==> src/include/mini_soc_settings.svh <==
`ifndef MINI_SOC_SETTINGS_SVH
`define MINI_SOC_SETTINGS_SVH

// Reset timing in sys_clk cycles
`define RST_DEBOUNCE_CYCLES 200
// Flash leaves reset well before the system does
`define FLASH_RST_CYCLES 128

// CSR bank numbers
`define CSR_BANK_SYSCTL 4'd0
`define CSR_BANK_METER 4'd1

// System controller registers
`define SYSCTL_REG_GPIO_IN 10'd0
`define SYSCTL_REG_GPIO_OUT 10'd1
`define SYSCTL_REG_IRQ_EN 10'd2
`define SYSCTL_REG_TIMER_CTRL 10'd3
`define SYSCTL_REG_TIMER_CMP 10'd4
`define SYSCTL_REG_TIMER_CNT 10'd5
`define SYSCTL_REG_SYSTEM_ID 10'd6
`define SYSCTL_REG_HARD_RESET 10'd7

// Bus meter registers
`define METER_REG_CTRL 10'd0
`define METER_REG_STB_COUNT 10'd1
`define METER_REG_ACK_COUNT 10'd2

// Reads as "SOC1"
`define SYSTEM_ID 32'h534f_4331

`endif

==> src/design/soc_pkg.sv <==
`default_nettype none

package soc_pkg;

	// Bank and register view of a CSR word address
	typedef struct packed {
		logic [3:0] bank;
		logic [9:0] regnum;
	} csr_field_t;

	// The bridge only sees the raw word, the banks decode the fields
	typedef union packed {
		logic [13:0] word;
		csr_field_t field;
	} csr_addr_t;

	// ----------------------------------------
	// Interrupt vector bit positions
	// ----------------------------------------
	parameter int IRQ_GPIO = 0;
	parameter int IRQ_TIMER0 = 1;

endpackage

`default_nettype wire

==> src/design/bus_meter.sv <==
`default_nettype none
`timescale 1ns/1ns

`include "mini_soc_settings.svh"

module bus_meter (
	input wire sys_clk,
	input wire sys_rst_i,
	input wire soc_pkg::csr_addr_t csr_a_i,
	input wire csr_we_i,
	input wire [31:0] csr_dw_i,
	input wire wb_stb_i,
	input wire wb_cyc_i,
	input wire wb_ack_i,
	output logic [31:0] csr_dr_o
);

	logic csr_sel;
	logic ctrl_wr;
	logic meter_en;
	logic [31:0] stb_count;
	logic [31:0] ack_count;

	assign csr_sel = (csr_a_i.field.bank == `CSR_BANK_METER);
	assign ctrl_wr = csr_we_i & csr_sel & (csr_a_i.field.regnum == `METER_REG_CTRL);

	// Bit 0 enables counting, bit 1 clears both counters
	always_ff @(posedge sys_clk) begin
		if (sys_rst_i) begin
			meter_en <= 1'b0;
			stb_count <= 32'd0;
			ack_count <= 32'd0;
		end else begin
			if (ctrl_wr) begin
				meter_en <= csr_dw_i[0];
			end
			if (ctrl_wr && csr_dw_i[1]) begin
				stb_count <= 32'd0;
				ack_count <= 32'd0;
			end else if (meter_en) begin
				stb_count <= stb_count + {31'd0, wb_cyc_i & wb_stb_i};
				ack_count <= ack_count + {31'd0, wb_ack_i};
			end
		end
	end

	always_ff @(posedge sys_clk) begin
		if (csr_sel) begin
			case (csr_a_i.field.regnum)
				`METER_REG_CTRL: csr_dr_o <= {31'd0, meter_en};
				`METER_REG_STB_COUNT: csr_dr_o <= stb_count;
				`METER_REG_ACK_COUNT: csr_dr_o <= ack_count;
				default: csr_dr_o <= 32'd0;
			endcase
		end else begin
			csr_dr_o <= 32'd0;
		end
	end

endmodule

`default_nettype wire

==> src/design/csr_bridge.sv <==
`default_nettype none
`timescale 1ns/1ns

module csr_bridge (
	input wire sys_clk,
	input wire sys_rst_i,
	input wire [31:0] wb_adr_i,
	input wire [31:0] wb_dat_i,
	input wire wb_we_i,
	input wire wb_cyc_i,
	input wire wb_stb_i,
	output logic [31:0] wb_dat_o,
	output logic wb_ack_o,
	output soc_pkg::csr_addr_t csr_a_o,
	output logic csr_we_o,
	output logic [31:0] csr_dw_o,
	input wire [31:0] csr_dr_sysctl_i,
	input wire [31:0] csr_dr_meter_i
);

	localparam logic [2:0] ST_IDLE = 3'd0;
	localparam logic [2:0] ST_WRITE = 3'd1;
	localparam logic [2:0] ST_READ_ADDR = 3'd2;
	localparam logic [2:0] ST_READ_DATA = 3'd3;
	localparam logic [2:0] ST_DONE = 3'd4;

	logic [2:0] state;
	logic wb_start;

	assign wb_start = (state == ST_IDLE) & wb_cyc_i & wb_stb_i;

	// ----------------------------------------
	// Transfer FSM
	// ----------------------------------------
	always_ff @(posedge sys_clk) begin
		if (sys_rst_i) begin
			state <= ST_IDLE;
			wb_ack_o <= 1'b0;
			csr_we_o <= 1'b0;
		end else begin
			wb_ack_o <= 1'b0;
			csr_we_o <= 1'b0;
			case (state)
				ST_IDLE: begin
					if (wb_start) begin
						csr_we_o <= wb_we_i;
						state <= wb_we_i ? ST_WRITE : ST_READ_ADDR;
					end
				end
				// CSR write happens this cycle
				ST_WRITE: begin
					wb_ack_o <= 1'b1;
					state <= ST_DONE;
				end
				// Banks register their read word
				ST_READ_ADDR: state <= ST_READ_DATA;
				ST_READ_DATA: begin
					wb_ack_o <= 1'b1;
					state <= ST_DONE;
				end
				// Master still holds stb while it sees ack
				ST_DONE: state <= ST_IDLE;
				default: state <= ST_IDLE;
			endcase
		end
	end

	// Address, write data and read data
	always_ff @(posedge sys_clk) begin
		if (wb_start) begin
			csr_a_o.word <= wb_adr_i[15:2];
			csr_dw_o <= wb_dat_i;
		end
		// Unselected banks return zero
		if (state == ST_READ_DATA) begin
			wb_dat_o <= csr_dr_sysctl_i | csr_dr_meter_i;
		end
	end

endmodule

`default_nettype wire

==> src/design/mini_soc_top.sv <==
`default_nettype none
`timescale 1ns/1ns

module mini_soc_top (
	input wire sys_clk,
	input wire trigger_reset,
	input wire [31:0] wb_adr_i,
	input wire [31:0] wb_dat_i,
	input wire wb_we_i,
	input wire wb_cyc_i,
	input wire wb_stb_i,
	input wire [2:0] btn_i,
	output logic [31:0] wb_dat_o,
	output logic wb_ack_o,
	output logic [1:0] led_o,
	output logic [31:0] irq_o,
	output logic flash_rst_n_o,
	output logic periph_rst_n_o
);

	import soc_pkg::*;

	wire sys_rst;
	wire hard_reset;
	wire gpio_irq;
	wire timer0_irq;

	csr_addr_t csr_a;
	wire csr_we;
	wire [31:0] csr_dw;
	wire [31:0] csr_dr_sysctl;
	wire [31:0] csr_dr_meter;

	// ----------------------------------------
	// Reset
	// ----------------------------------------
	reset_sequencer u_reset_sequencer (
		.sys_clk(sys_clk),
		.trigger_reset(trigger_reset),
		.btn_i(btn_i),
		.hard_reset_i(hard_reset),
		.sys_rst_o(sys_rst),
		.flash_rst_n_o(flash_rst_n_o)
	);

	assign periph_rst_n_o = ~sys_rst;

	// ----------------------------------------
	// Wishbone to CSR
	// ----------------------------------------
	csr_bridge u_csr_bridge (
		.sys_clk(sys_clk),
		.sys_rst_i(sys_rst),
		.wb_adr_i(wb_adr_i),
		.wb_dat_i(wb_dat_i),
		.wb_we_i(wb_we_i),
		.wb_cyc_i(wb_cyc_i),
		.wb_stb_i(wb_stb_i),
		.wb_dat_o(wb_dat_o),
		.wb_ack_o(wb_ack_o),
		.csr_a_o(csr_a),
		.csr_we_o(csr_we),
		.csr_dw_o(csr_dw),
		.csr_dr_sysctl_i(csr_dr_sysctl),
		.csr_dr_meter_i(csr_dr_meter)
	);

	// ----------------------------------------
	// CSR banks
	// ----------------------------------------
	system_controller u_system_controller (
		.sys_clk(sys_clk),
		.sys_rst_i(sys_rst),
		.csr_a_i(csr_a),
		.csr_we_i(csr_we),
		.csr_dw_i(csr_dw),
		.btn_i(btn_i),
		.csr_dr_o(csr_dr_sysctl),
		.led_o(led_o),
		.gpio_irq_o(gpio_irq),
		.timer0_irq_o(timer0_irq),
		.hard_reset_o(hard_reset)
	);

	// Watches the bridge port including its own accesses
	bus_meter u_bus_meter (
		.sys_clk(sys_clk),
		.sys_rst_i(sys_rst),
		.csr_a_i(csr_a),
		.csr_we_i(csr_we),
		.csr_dw_i(csr_dw),
		.wb_stb_i(wb_stb_i),
		.wb_cyc_i(wb_cyc_i),
		.wb_ack_i(wb_ack_o),
		.csr_dr_o(csr_dr_meter)
	);

	// Interrupt vector with unused lines held low
	always_comb begin
		irq_o = 32'd0;
		irq_o[IRQ_GPIO] = gpio_irq;
		irq_o[IRQ_TIMER0] = timer0_irq;
	end

endmodule

`default_nettype wire

==> src/design/reset_sequencer.sv <==
`default_nettype none
`timescale 1ns/1ns

`include "mini_soc_settings.svh"

module reset_sequencer (
	input wire sys_clk,
	input wire trigger_reset,
	input wire [2:0] btn_i,
	input wire hard_reset_i,
	output logic sys_rst_o,
	output logic flash_rst_n_o
);

	localparam int DEB_W = $clog2(`RST_DEBOUNCE_CYCLES + 1);
	localparam int FLASH_W = $clog2(`FLASH_RST_CYCLES + 1);
	localparam logic [DEB_W-1:0] DEB_LOAD = DEB_W'(`RST_DEBOUNCE_CYCLES);
	localparam logic [FLASH_W-1:0] FLASH_DONE = FLASH_W'(`FLASH_RST_CYCLES);

	logic rst_req;
	logic [DEB_W-1:0] debounce_cnt;
	logic [FLASH_W-1:0] flash_cnt;

	// All three buttons together act as a reset button
	always_ff @(posedge sys_clk) begin
		rst_req <= trigger_reset | (&btn_i) | hard_reset_i;
	end

	// ----------------------------------------
	// System reset debounce
	// ----------------------------------------
	always_ff @(posedge sys_clk) begin
		if (rst_req) begin
			debounce_cnt <= DEB_LOAD;
		end else if (debounce_cnt != '0) begin
			debounce_cnt <= debounce_cnt - 1'b1;
		end
	end

	assign sys_rst_o = rst_req | (debounce_cnt != '0);

	// ----------------------------------------
	// Early flash release
	// ----------------------------------------
	// The flash needs time to recover before the first access,
	// so it counts up to a shorter limit than the debounce
	always_ff @(posedge sys_clk) begin
		if (rst_req) begin
			flash_cnt <= '0;
		end else if (flash_cnt != FLASH_DONE) begin
			flash_cnt <= flash_cnt + 1'b1;
		end
	end

	assign flash_rst_n_o = (flash_cnt == FLASH_DONE);

endmodule

`default_nettype wire

==> src/design/system_controller.sv <==
`default_nettype none
`timescale 1ns/1ns

`include "mini_soc_settings.svh"

module system_controller (
	input wire sys_clk,
	input wire sys_rst_i,
	input wire soc_pkg::csr_addr_t csr_a_i,
	input wire csr_we_i,
	input wire [31:0] csr_dw_i,
	input wire [2:0] btn_i,
	output logic [31:0] csr_dr_o,
	output logic [1:0] led_o,
	output logic gpio_irq_o,
	output logic timer0_irq_o,
	output logic hard_reset_o
);

	logic csr_sel;
	logic csr_wr;

	logic [2:0] btn_meta;
	logic [2:0] btn_sync;
	logic [2:0] btn_prev;
	logic btn_change;

	logic gpio_irq_en;
	logic timer_en;
	logic [31:0] timer_cmp;
	logic [31:0] timer_cnt;

	assign csr_sel = (csr_a_i.field.bank == `CSR_BANK_SYSCTL);
	assign csr_wr = csr_we_i & csr_sel;

	// ----------------------------------------
	// Button inputs
	// ----------------------------------------
	// Two-flop synchronizer, then a third stage for edges
	always_ff @(posedge sys_clk) begin
		btn_meta <= btn_i;
		btn_sync <= btn_meta;
		btn_prev <= btn_sync;
	end

	assign btn_change = (btn_sync != btn_prev);

	// ----------------------------------------
	// Control registers and timer
	// ----------------------------------------
	always_ff @(posedge sys_clk) begin
		if (sys_rst_i) begin
			led_o <= 2'b00;
			gpio_irq_en <= 1'b0;
			timer_en <= 1'b0;
			timer_cmp <= 32'd0;
			timer_cnt <= 32'd0;
			gpio_irq_o <= 1'b0;
			timer0_irq_o <= 1'b0;
			hard_reset_o <= 1'b0;
		end else begin
			gpio_irq_o <= gpio_irq_en & btn_change;
			timer0_irq_o <= 1'b0;
			hard_reset_o <= 1'b0;

			// One-shot timer that stops itself on match
			if (timer_en) begin
				if (timer_cnt == timer_cmp) begin
					timer_cnt <= 32'd0;
					timer_en <= 1'b0;
					timer0_irq_o <= 1'b1;
				end else begin
					timer_cnt <= timer_cnt + 32'd1;
				end
			end

			// Bus writes win over the timer update
			if (csr_wr) begin
				case (csr_a_i.field.regnum)
					`SYSCTL_REG_GPIO_OUT: led_o <= csr_dw_i[1:0];
					`SYSCTL_REG_IRQ_EN: gpio_irq_en <= csr_dw_i[0];
					`SYSCTL_REG_TIMER_CTRL: timer_en <= csr_dw_i[0];
					`SYSCTL_REG_TIMER_CMP: timer_cmp <= csr_dw_i;
					`SYSCTL_REG_TIMER_CNT: timer_cnt <= csr_dw_i;
					// Any value written here restarts the system
					`SYSCTL_REG_HARD_RESET: hard_reset_o <= 1'b1;
					default: begin
					end
				endcase
			end
		end
	end

	// ----------------------------------------
	// Read mux
	// ----------------------------------------
	always_ff @(posedge sys_clk) begin
		if (csr_sel) begin
			case (csr_a_i.field.regnum)
				`SYSCTL_REG_GPIO_IN: csr_dr_o <= {29'd0, btn_sync};
				`SYSCTL_REG_GPIO_OUT: csr_dr_o <= {30'd0, led_o};
				`SYSCTL_REG_IRQ_EN: csr_dr_o <= {31'd0, gpio_irq_en};
				`SYSCTL_REG_TIMER_CTRL: csr_dr_o <= {31'd0, timer_en};
				`SYSCTL_REG_TIMER_CMP: csr_dr_o <= timer_cmp;
				`SYSCTL_REG_TIMER_CNT: csr_dr_o <= timer_cnt;
				`SYSCTL_REG_SYSTEM_ID: csr_dr_o <= `SYSTEM_ID;
				default: csr_dr_o <= 32'd0;
			endcase
		end else begin
			csr_dr_o <= 32'd0;
		end
	end

endmodule

`default_nettype wire

==> config.mk <==
export PLATFORM = sky130hd
export DESIGN_NAME = mini_soc_top
export DESIGN_NICKNAME = d
export VERILOG_FILES = /design/src/design/soc_pkg.sv /design/src/design/bus_meter.sv /design/src/design/csr_bridge.sv /design/src/design/mini_soc_top.sv /design/src/design/reset_sequencer.sv /design/src/design/system_controller.sv
export VERILOG_INCLUDE_DIRS = /design/src /design/src/include
export SDC_FILE = /design/constraint.sdc
export NUM_CORES = 1
export LEC_CHECK = 0
export BUFFER_PORTS_ARGS = -buffer_cell sky130_fd_sc_hd__buf_2
export CAP_MARGIN = 20
export CORE_UTILIZATION = 52
export DETAILED_ROUTE_END_ITERATION = 12
export PLACE_DENSITY = 0.8
export RECOVER_POWER = 100
export SLEW_MARGIN = 25
export SYNTH_ARGS = -nofsm -noshare
export SYNTH_HDL_FRONTEND = slang
export SYNTH_SLANG_ARGS = --single-unit
==> constraint.sdc <==
create_clock -name sys_clk -period 13.49 [get_ports sys_clk]
set_clock_uncertainty 0.05 [all_clocks]
set_input_delay 1.349 -clock sys_clk [delete_from_list [all_inputs] [get_ports sys_clk]]
set_output_delay 1.349 -clock sys_clk [all_outputs]
set_load 0.05 [all_outputs]
Yosys cells after proc, flatten, opt, wreduce, memory -nomap -nowiden
Index checks and enable logic that the tools add are counted.
{"block": "classes", "muxes": 16, "n_eq_ne": 16, "add_sub_neg": 5, "reduce_logical": 14, "bitwise_logic": 16}
{"op": "one-hot mux 32 bit (7 select lines)", "count": 1}
{"op": "two-way mux 32 bit", "count": 4}
{"op": "one-hot mux 32 bit (3 select lines)", "count": 1}
{"op": "adder 32 x 1 -> 32 bit", "count": 2}
{"op": "== test 10 x 3 -> 1 bit (second input constant)", "count": 4}
{"op": "adder 32 x 1 -> 32 bit (second input constant)", "count": 1}
{"op": "== test 32 bit", "count": 1}
{"op": "bitwise OR 32 bit", "count": 1}
{"op": "== test 10 x 2 -> 1 bit (second input constant)", "count": 2}
{"op": "== test 10 x 1 -> 1 bit (second input constant)", "count": 1}
{"op": "logical NOT 10 bit", "count": 1}
{"op": "one-hot mux 3 bit (3 select lines)", "count": 1}
{"op": "adder 8 x 1 -> 8 bit (second input constant)", "count": 1}
{"op": "== test 8 bit (second input constant)", "count": 1}
{"op": "inequality test 8 bit (second input constant)", "count": 1}
{"op": "nonzero test 8 bit", "count": 1}
{"op": "OR reduction 2 bit", "count": 4}
{"op": "subtractor 8 x 1 -> 8 bit (second input constant)", "count": 1}
{"op": "AND 1 bit", "count": 7}
{"op": "two-way mux 1 bit", "count": 7}
{"op": "== test 3 x 2 -> 1 bit (second input constant)", "count": 2}
{"op": "AND reduction 2 bit", "count": 3}
{"op": "inverter 1 bit", "count": 5}
{"op": "== test 4 x 1 -> 1 bit (second input constant)", "count": 1}
{"op": "other kinds (11)", "count": 13}
{"block": "word_totals", "in_bits": 72, "wordCells": 92, "output_inout_bits": 69, "register_bits": 309}

Longest topological paths before layout
Gate-level depths: netlist (run 1).
{"block": "depth", "depth_word": 5, "ltp_mapped": 11, "ltp_nobuf": 10}

Modules after synthesis
Synthesis (run 1) repeated with hierarchy kept, for this count alone.
{"block": "hier_totals", "hier_cells": 1411, "hier_area_um2": 13649.3}
{"mod": "system_controller", "seq_area_each_um2": 2242.2, "instances": 1, "cells_each": 681, "area_per_inst_um2": 5464.0}
{"mod": "bus_meter", "seq_area_each_um2": 1941.9, "instances": 1, "cells_each": 478, "area_per_inst_um2": 4365.4}
{"mod": "csr_bridge", "seq_area_each_um2": 2442.3, "instances": 1, "cells_each": 127, "area_per_inst_um2": 2726.4}
{"mod": "reset_sequencer", "seq_area_each_um2": 340.3, "instances": 1, "cells_each": 91, "area_per_inst_um2": 845.8}
{"mod": "mini_soc_top", "seq_area_each_um2": 0.0, "instances": 1, "cells_each": 34, "area_per_inst_um2": 247.7}

Worst setup path before layout (run 1)
Ideal clock, no wire load.
{"block": "synth_timing", "kind": "in2reg", "startpoint": "input port wb_cyc_i", "endpoint": "register u_csr_bridge.csr_we_o", "required_ps": 13355, "t_arrival_ps": 6368, "path_buffers": 0, "setup_ps": 85, "path_slack_ps": 6986, "cell_stages": 3, "cell_sequence": "nand2_1 > nor4_1 > and3_1"}
{"block": "synth_via", "elab_chain_len": 4}
{"item": "start: declaration", "line_no": "mini_soc_top.sv:10", "rtl": "input wire wb_cyc_i,"}
{"item": "AND 1 bit (2 in a row)", "line_no": "csr_bridge.sv:30", "rtl": "assign wb_start = (state == ST_IDLE) & wb_cyc_i & wb_stb_i;"}
{"item": "named net u_csr_bridge.wb_start", "line_no": "csr_bridge.sv:28", "rtl": "logic wb_start;"}
{"item": "inverter 1 bit (no line)"}
{"item": "OR reduction 3 bit (no line)"}
{"item": "end signal: assignment", "line_no": "csr_bridge.sv:46", "rtl": "csr_we_o <= wb_we_i;"}
{"item": "end: declaration", "line_no": "csr_bridge.sv:15", "rtl": "output logic csr_we_o,"}
The timed path passes the listed nets, and every way through them passes these cells.
A chain may end at the register's enable or synchronous reset.

Worst setup path in the final report (run 1)
{"block": "layout_timing", "startpoint": "register u_reset_sequencer.debounce_cnt[0]", "endpoint": "output port periph_rst_n_o"}
{"block": "layout_via", "elab_chain_len": 3}
{"item": "start: declaration", "line_no": "reset_sequencer.sv:21", "rtl": "logic [DEB_W-1:0] debounce_cnt;"}
{"item": "start signal: assignment", "line_no": "reset_sequencer.sv:36", "rtl": "debounce_cnt <= debounce_cnt - 1'b1;"}
{"item": "nonzero test 8 bit", "line_no": "reset_sequencer.sv:40", "rtl": "assign sys_rst_o = rst_req | (debounce_cnt != '0);"}
{"item": "bitwise OR 1 bit", "line_no": "reset_sequencer.sv:40"}
{"item": "inverter 1 bit", "line_no": "mini_soc_top.sv:46", "rtl": "assign periph_rst_n_o = ~sys_rst;"}
{"item": "end: declaration", "line_no": "mini_soc_top.sv:18", "rtl": "output logic periph_rst_n_o"}
Every way passes these cells.

==> results of run 1 <==
## cells in the final DEF, fill, tap and decap left out, types with 42 or more instances in the layout
| cell type | count |
|---|---|
| a21oi_1 | 63 |
| a22oi_1 | 50 |
| buf_2 | 52 |
| clkbuf_1 | 50 |
| dfxtp_1 | 231 |
| edfxtp_1 | 78 |
| nand2_1 | 122 |
| nand3_1 | 42 |
| nor2_1 | 207 |
| o21ai_0 | 55 |
| xor2_1 | 86 |
## cell type report
cell class	count	area, sq um	area share, %
Sequential cell	309	6967	48.87
Multi-Input combinational cell	927	5259	36.89
Clock buffer	46	943.4	6.618
Timing Repair Buffer	107	504.2	3.537
Tap cell	319	399.1	2.800
Clock inverter	10	112.6	0.7899
Inverter	19	71.32	0.5003
## routing by layer
metal	up-vias	track usage, %
li1	4687	-
met5	-	0
met3	71	3.511
met1	4674	31.75
met4	0	9.066
met2	448	37.18
## synthesized netlist by cell type, drive strengths merged (11+ instances only)
master  number  area (sq um)
a31oi       24         150.1
o21ai       56         280.3
nand4       31         206.4
xor2        86         753.2
inv         19         71.32
or2         36         225.2
dfxtp      231          4624
nand3       43         220.2
nor2       210         790.8
a22oi       50         375.4
clkbuf      46         173.9
buf         52         350.3
and3        24         151.4
edfxtp      78          2342
nand2      123         464.2
xnor2       21         183.9
mux2i       11         110.1
nor4        21         158.9
nor3        25         151.4
a21oi       63         315.3
## registers in the layout, indices dropped and copies added (netlist names), 8 cells and up
| name | flops |
|---|---|
| u_system_controller.csr_dr_o | 32 |
| u_csr_bridge.csr_a_o | 14 |
| u_system_controller.timer_cmp | 32 |
| u_bus_meter.stb_count | 32 |
| u_csr_bridge.csr_dw_o | 32 |
| u_reset_sequencer.debounce_cnt | 8 |
| u_bus_meter.csr_dr_o | 32 |
| u_system_controller.timer_cnt | 32 |
| u_reset_sequencer.flash_cnt | 8 |
| u_csr_bridge.wb_dat_o | 32 |
| u_bus_meter.ack_count | 32 |
## power by group through the flow
stage	clock, mW	sequential (mW)	combinational, mW
finish	0.865	0.970	0.0479
global route	0.914	0.971	0.0523
CTS	0.876	0.970	0.0488
detailed placement	0	0.990	0.0484
global placement	0	0.989	0.0470
floorplan	0	0.986	0.0441
## kinds of logic after synthesis
kind of cell    Yosys count  share of synthesized area [%]
compound gates          216                          10.38
xor+xnor                107                          7.362
fa+ha+maj                 8                         0.7863
buf+inv                 118                          4.747
flops                   309                          54.73
mux                      11                         0.8650
other cells               1                        0.02946
simple gates            555                          21.10
## through the flow
stage	hold slack, ns	instances
after floorplan	0.2596	1354
after global placement	0.2608	1681
after detailed placement	0.2621	1681
after CTS	0.2757	1737
after global routing	0.2786	1737
final	0.2746	1737
## critical path, cell delays in order (launching register included)
cell	delay, ns
dfxtp_1	0.31
inv_1	0.10
ha_1	0.20
nand2_1	0.08
or3_1	0.38
nor3_1	0.73
nand2_2	0.09
clkbuf_1	0.84
inv_1	0.27
clkbuf_1	0.49
## final timing paths
kind | startpoint | end | slack [ns] | depth (start not counted)
max | u_reset_sequencer.debounce_cnt[0] | periph_rst_n_o | 8.03 | 9
min | u_system_controller.btn_meta[1] | u_system_controller.btn_sync[1] | 0.27 | 0
max reg2reg | u_reset_sequencer.debounce_cnt[0] | u_system_controller.timer_cnt[19] | 8.51 | 11
min reg2reg | u_system_controller.btn_meta[1] | u_system_controller.btn_sync[1] | 0.27 | 0
==> results_dict.tcl, run 1 <==
set metrics [dict create \
    worstPathRequired_ns 12.09 \
    p_total_mw 1.883 \
    violations "max-capacitance violations, max-slew violations" \
    p_seq_share_pct 51.5 \
    clock_latency_ns 0.55 \
    ys_types 62 \
    power.switching_mw 0.3891 \
    ys_seq_area_share_pct 54.73 \
    num-fill-cells 1977 \
    htree_levels 1 \
    area_delta_synth_final_pct 11.99 \
    fin_area_sq_um 14260 \
    cts_tree "built" \
    pwr-share-comb_pct 2.5 \
    diodes 0 \
    grt_usage_pct 23.27 \
    drc 0 \
    core-area_sq_um 23750 \
    crit_fanout 45 \
    min_period_ns 5.464 \
    p_leak_nw 4.924 \
    route.antenna.remaining_nets 0 \
    hold_class "reg -> reg" \
    antenna_found_initial 0 \
    yosysWarnings 0 \
    synth_edf_count 78 \
    p_per_area_nw_per_um2 132.1 \
    routed_wl_um 28930 \
    worst_slack_ns 8.026 \
    grt_setup_unrepaired "no" \
    fp.dieH_um 158.5 \
    clockBufferDepth 3 \
    worstMarginPinSlew_ns 2.424 \
    io_buffer_count 92 \
    wl_per_cell_um 16.65 \
    setup_violations 0 \
    drt_iter0_drc 1063 \
    slew_headroom_pct -61.62 \
    num_rows 56 \
    synthCells 1325 \
    max-vdd-ir-drop_v 0.0001268 \
    met1_length_um 12630 \
    hpwl_um 19150 \
    initial_core_util_pct 53.59 \
    cts_root_buffer "clkbuf_16" \
    wl_met2_um 13190 \
    dr_wl_met3_um 2153 \
    cts_hold_buf 0 \
    cts_sinks 309 \
    pre_cts_slack_ns 9.879 \
    critPathKind "reg -> out" \
    vias 9880 \
    clk_pin_slew_ns 0.06 \
    swShare_pct 20.67 \
    top_layer_used "met4" \
    cts_setup_buffers 0 \
    fmax_ghz 0.1830 \
    drv_cap 7 \
    grt_pass1_wl_um 45870 \
    grt_pass1_vias 9105 \
    final_max_slew_viol_count 283 \
    nNetsFinal 1474 \
    viasPerCell 5.688 \
    first_pass_iters 5 \
    cp-end-kind "output pin" \
    synth_area_sq_um 12730 \
    p_clk_share_pct 45.9 \
    p_int_mw 1.494 \
    hold_violations 0 \
    cp.arrival_ns 4.07 \
    design.die.area_sq_um 25110 \
    dpl-instance-area_sq_um 13310 \
    synth_area_per_cell_sq_um 9.607 \
    cts_buffers 30 \
    fin_tns_setup_ns 0 \
    synth_async_sr_flop_share_pct 0 \
    final_util_pct 60.02 \
    status "complete, but fails checks" \
    cts_resized 0 \
    finalWeightedCongestion 0.9386 \
    die_x_um 158.5 \
    overflow 0 \
    drive_gt1_share_pct 11.71 \
    grt_start_max_net_pins 65 \
    pin_count 141 \
    finalCritPeriodShare_pct 40.51 \
    ys.flop_type "dfxtp_1" \
    ys_ff_latch 309 \
    start_kind "flop" \
]
No activity file was read; power rests on OpenSTA's default activity.
==> run 2: changes to the inputs <==
- ABC_AREA: not set -> 1
- clock period: 13.49 -> 5.59 ns (I/O delays scaled with it)
==> results_dict.tcl, run 2 <==
set metrics [dict create \
    timing.rr.start "u_csr_bridge.csr_a_o[13]" \
    die_x_um 166.7 \
    worstMarginPinSlew_ns 2.458 \
    hold_class "in -> reg" \
    pre_cts_slack_ns 2.369 \
    cts_hold_buf 0 \
    slew_headroom_pct -63.85 \
    critPathLaunch "u_csr_bridge.csr_a_o[13]" \
    num_rows 59 \
    max_stage_delay_ns 1.05 \
    grt_pass1_vias 10860 \
    final_common_cell "nand2_1" \
    htree_levels 1 \
    fin_tns_setup_ns 0 \
    pin_count 141 \
    hpwl_um 23280 \
    antenna_found_initial 0 \
    core-area_sq_um 26350 \
    crit_fanout 37 \
    diodes 0 \
    p_per_area_nw_per_um2 295.4 \
    finalCritPeriodShare_pct 77.36 \
    first_pass_iters 7 \
    cp.arrival_ns 4.72 \
    muxShareOfSynthArea_pct 0 \
    synth_area_sq_um 14110 \
    path_cells "or2_0, nor3_1, nand2_1, nor2_4, inv_1, o21ai_0, a21oi_1" \
    violations "max-capacitance violations, max-slew violations" \
    ys_seq_area_share_pct 49.37 \
    worst_slack_ns 1.265 \
    synth_area_leaders "dfxtp_1 (33%), edfxtp_1 (17%), nand2_1 (9.2%)" \
    synth-compound-area-share_pct 10.41 \
    path_depth 7 \
    ys_top_cells_by_count "nand2_1 (346), dfxtp_1 (231), nor2_1 (167), a21oi_1 (137), inv_1 (121)" \
    yosys.area.top_type "dfxtp_1" \
    critPathKind "reg -> reg" \
    drv_cap 3 \
    vias 11400 \
    drc 0 \
    final_cell_mix "nand2_1 (347), dfxtp_1 (231), nor2_1 (169)" \
    fmax_ghz 0.2312 \
    fp.dieH_um 166.7 \
    area_delta_synth_final_pct 8.460 \
    cts_sinks 309 \
    hold_violations 0 \
    path_buf_inv 1 \
    finalWeightedCongestion 0.9581 \
    grt_pass1_wl_um 54250 \
    nNetsFinal 1839 \
    cp-endpoint "u_system_controller.timer_cnt[15]" \
    viasPerCell 5.379 \
    io_buffer_count 92 \
    synthXorXnorAreaFrac_pct 5.028 \
    clockBufferDepth 3 \
    synthCells 1715 \
    cp-end-kind "flop" \
    clk_pin_slew_ns 0.06 \
    synth_area_per_cell_sq_um 8.227 \
    r2r_end "u_system_controller.timer_cnt[15]" \
    final_max_slew_viol_count 85 \
    worstPathRequired_ns 5.99 \
    fin_hold_ws_ns 0.06661 \
    cts_buffers 31 \
    synth-simple-area-share_pct 26.00 \
    synth_adder_area_share_pct 0.7094 \
    p_total_mw 4.521 \
    p_leak_nw 5.452 \
    cts_root_buffer "clkbuf_16" \
    status "complete, but fails checks" \
    synth_async_sr_flop_share_pct 0 \
    grt_setup_unrepaired "no" \
    start_kind "flop" \
    final_util_pct 58.07 \
    min_period_ns 4.325 \
    max-vdd-ir-drop_v 0.0002730 \
    clock_latency_ns 0.56 \
    critPathTopFamily "simple AND/OR/NAND/NOR gates" \
    wl_per_cell_um 15.74 \
    ys_types 47 \
    design.die.area_sq_um 27800 \
    routed_wl_um 33350 \
    cts_resized 0 \
    synth_edf_count 78 \
    yosysWarnings 0 \
    r2r_cells 7 \
    ys.flop_type "dfxtp_1" \
    cts_tree "built" \
    route.antenna.remaining_nets 0 \
    initial_core_util_pct 53.54 \
    grt_start_max_net_pins 70 \
    overflow 0 \
    grt_usage_pct 23.99 \
    synth_top_family_by_area "simple AND/OR/NAND/NOR gates" \
    setup_violations 0 \
    rrSetupSlack_ns 1.27 \
    num-fill-cells 2407 \
    yosysTopAreaCellShare_pct 32.77 \
    cts_setup_buffers 0 \
    drt_iter0_drc 956 \
    cp_slowest_cell "nor2_4" \
    drive_gt1_share_pct 10.59 \
    synth.most_common_cell "nand2_1" \
    ys_ff_latch 309 \
]
==> run 2: per-layer routing <==
metal	vias to the layer above	wire length (um)	track usage, %
li1	5637	-	-
met1	5243	14590	32.15
met2	437	15550	39.57
met3	81	2046	2.828
met4	0	1161	9.622
met5	-	0	0
==> run 2: cell families (layout without fill, tap and decap cells) <==
group	count (synthesis)	after routing
fa+ha+maj	8	8
simple gates	798	798
xor+xnor	81	81
compound gates	268	268
flops	309	309
buf+inv	250	290
other cells	1	30
==> run 2: layout make-up <==
class,instances,area (sq um),share of cell area [%]
clock buffer,42,817.0,5.339
tap,335,419.2,2.739
sequential,309,6967,45.52
multi-input combinational,1185,5947,38.86
clock inverter,16,205.2,1.341
timing repair buffer,98,439.2,2.870
inverter,134,509.2,3.328
==> run 2: how the worst min path moves through the flow <==
stage,start,end,slack [ns],cells after the start
2_1_floorplan,u_system_controller.btn_meta[0],u_system_controller.btn_sync[0],0.26,0
3_3_place_gp,u_system_controller.btn_meta[2],u_system_controller.btn_sync[2],0.26,0
3_5_place_dp,u_system_controller.btn_meta[1],u_system_controller.btn_sync[1],0.26,0
4_1_cts,btn_i[1],u_system_controller.btn_meta[1],0.05,1
5_1_grt,btn_i[2],u_system_controller.btn_meta[2],0.08,1
6_report,btn_i[1],u_system_controller.btn_meta[1],0.07,1
==> run 2: stage by stage <==
stage	std cells	instance area, sq um
floorplan	1744	14220
global placement	2061	14480
detailed placement	2061	14480
CTS	2119	15510
global route	2119	15300
finish	2119	15300
==> run 2: where the power goes <==
part / leakage, nW / total [mW] / switching [mW] / internal [mW]
Clock: 0.494 / 2.09 / 0.836 / 1.25
Sequential: 2.64 / 2.34 / 0.0191 / 2.32
Combinational: 2.31 / 0.100 / 0.0754 / 0.0251
Total: 5.45 / 4.52 / 0.930 / 3.59
==> run 3: changes to the inputs <==
- ABC_AREA: 1 -> 0
- clock period: 5.59 -> 4.1 ns (I/O delays scaled with it)
==> results_dict.tcl, run 3 (synthesis gave the netlist of run 1 again) <==
set metrics [dict create \
    fmax_ghz 0.2774 \
    cp-endpoint "periph_rst_n_o" \
    nNetsFinal 1527 \
    cp.arrival_ns 3.14 \
    fin_cells 1789 \
    cts_resized 0 \
    p_per_area_nw_per_um2 415.8 \
    drc 0 \
    setup_violations 0 \
    clockBufferDepth 3 \
    grt_pass1_wl_um 48760 \
    htree_levels 1 \
    finalCritPeriodShare_pct 87.91 \
    fp.dieH_um 158.5 \
    drive_gt1_share_pct 11.16 \
    clock_latency_ns 0.55 \
    diodes 0 \
    p_leak_nw 5.115 \
    p_total_mw 6.114 \
    hold_violations 0 \
    wl_per_cell_um 17.04 \
    final_cell_mix "dfxtp_1 (231), nor2_1 (209), nand2_1 (122)" \
    crit_fanout 17 \
    vias 10160 \
    cts_buffers 29 \
    final_util_pct 61.92 \
    final_max_slew_viol_count 114 \
    min_period_ns 3.604 \
    viasPerCell 5.677 \
    worstMarginPinSlew_ns 2.752 \
    routed_wl_um 30490 \
    cts_root_buffer "clkbuf_16" \
    grt_usage_pct 24.85 \
    area_delta_synth_final_pct 15.53 \
    critPathLaunch "u_reset_sequencer.debounce_cnt[0]" \
    die_x_um 158.5 \
    p_int_mw 4.821 \
    r2r_end "u_system_controller.timer_cnt[21]" \
    final_common_cell "dfxtp_1" \
    clk_pin_slew_ns 0.06 \
    max-vdd-ir-drop_v 0.0003363 \
    status "complete, but fails checks" \
    num-fill-cells 1956 \
    rrSetupSlack_ns 0.59 \
    cp-end-kind "output pin" \
    drt_iter0_drc 960 \
    start_kind "flop" \
    cts_hold_buf 49 \
    finalWeightedCongestion 0.9365 \
    route.antenna.remaining_nets 0 \
    cts_setup_buffers 0 \
    grt_pass1_vias 9506 \
    first_pass_iters 7 \
    r2r_cells 8 \
    core-area_sq_um 23750 \
    slew_headroom_pct -83.47 \
    io_buffer_count 92 \
    drv_cap 3 \
    timing.rr.start "u_csr_bridge.csr_a_o[9]" \
    p_clk_share_pct 44.5 \
    overflow 0 \
    hpwl_um 19360 \
    initial_core_util_pct 53.59 \
    pin_count 141 \
    grt_start_max_net_pins 65 \
    dp.cells 1686 \
    cts_tree "built" \
    design.die.area_sq_um 25110 \
    pwr-share-comb_pct 3.3 \
    violations "max-capacitance violations, max-slew violations" \
    grt_setup_unrepaired "no" \
    num_rows 56 \
    antenna_found_initial 1 \
    p_seq_share_pct 52.2 \
    hold_class "in -> reg" \
    fin_tns_setup_ns 0 \
    swShare_pct 21.15 \
    power.switching_mw 1.293 \
    fin_hold_ws_ns 0.06181 \
    worstPathRequired_ns 3.64 \
    cts_sinks 309 \
    critPathKind "reg -> out" \
]
-- run 3: cell count changes in the layout (fill, tap and decap cells not counted), sizes merged, moves of 19 or more --
cell,previous run,this run
nand2,363,123
inv,129,20
a21oi,163,63
a22oi,0,50
nand3,93,43
dlygate4sd3,0,49
xor2,37,86
nor3,70,25
o21ai,93,56
and3,0,24
xnor2,44,21
a31oi,5,24
-- run 3: layer usage --
| layer | GRT usage [%] | share of wire [%] | wire, um |
|---|---|---|---|
| met3 | 4.246 | 8.3 | 2542 |
| met5 | 0 | 0.043 | 13 |
| met4 | 9.203 | 3.1 | 942 |
| met2 | 40.96 | 47 | 14250 |
| met1 | 32.72 | 42 | 12740 |
-- run 3: layout make-up --
| type | instances | area (sq um) | area share [%] |
|---|---|---|---|
| clock buffers | 35 | 768.2 | 5.224 |
| clock inverters | 19 | 202.7 | 1.378 |
| inverters | 19 | 71.32 | 0.4849 |
| multi-input cells | 927 | 5268 | 35.82 |
| flip-flops and latches | 309 | 6967 | 47.37 |
| well taps | 319 | 399.1 | 2.714 |
| repair buffers | 161 | 1031 | 7.010 |
-- run 3: power by group through the flow --
stage                     logic [mW]  registers, mW  clock network (mW)
after floorplan                0.145           3.24                   0
after global placement         0.159           3.25                   0
after detailed placement       0.164           3.25                   0
after CTS                      0.200           3.19                2.75
after global routing           0.220           3.19                2.89
final                          0.202           3.19                2.72
-- run 3: metrics by stage --
stage,worst slack (ns),instance area (sq um)
final,0.4956,14710
after global routing,0.3009,14710
after CTS,0.6624,14800
after detailed placement,1.265,13340
after global placement,1.344,13340
after floorplan,0.5476,12840
-- run 3: worst max-delay path, stage by stage, from the launching register on --
cell	delay, ns
dfxtp_1	0.31
inv_1	0.10
ha_1	0.19
nand2_1	0.09
or3_1	0.41
nor3_4	0.33
nand2_2	0.11
inv_1	0.52
clkbuf_1	0.53
-- run 3: worst min path at each step --
stage / endpoint / cells past startpoint / startpoint
global route: u_reset_sequencer.rst_req / 2 / trigger_reset
CTS: u_reset_sequencer.rst_req / 2 / trigger_reset
detailed placement: u_system_controller.btn_sync[0] / 0 / u_system_controller.btn_meta[0]
floorplan: u_system_controller.btn_sync[0] / 0 / u_system_controller.btn_meta[0]
global placement: u_system_controller.btn_sync[1] / 0 / u_system_controller.btn_meta[1]
finish: u_reset_sequencer.rst_req / 2 / trigger_reset
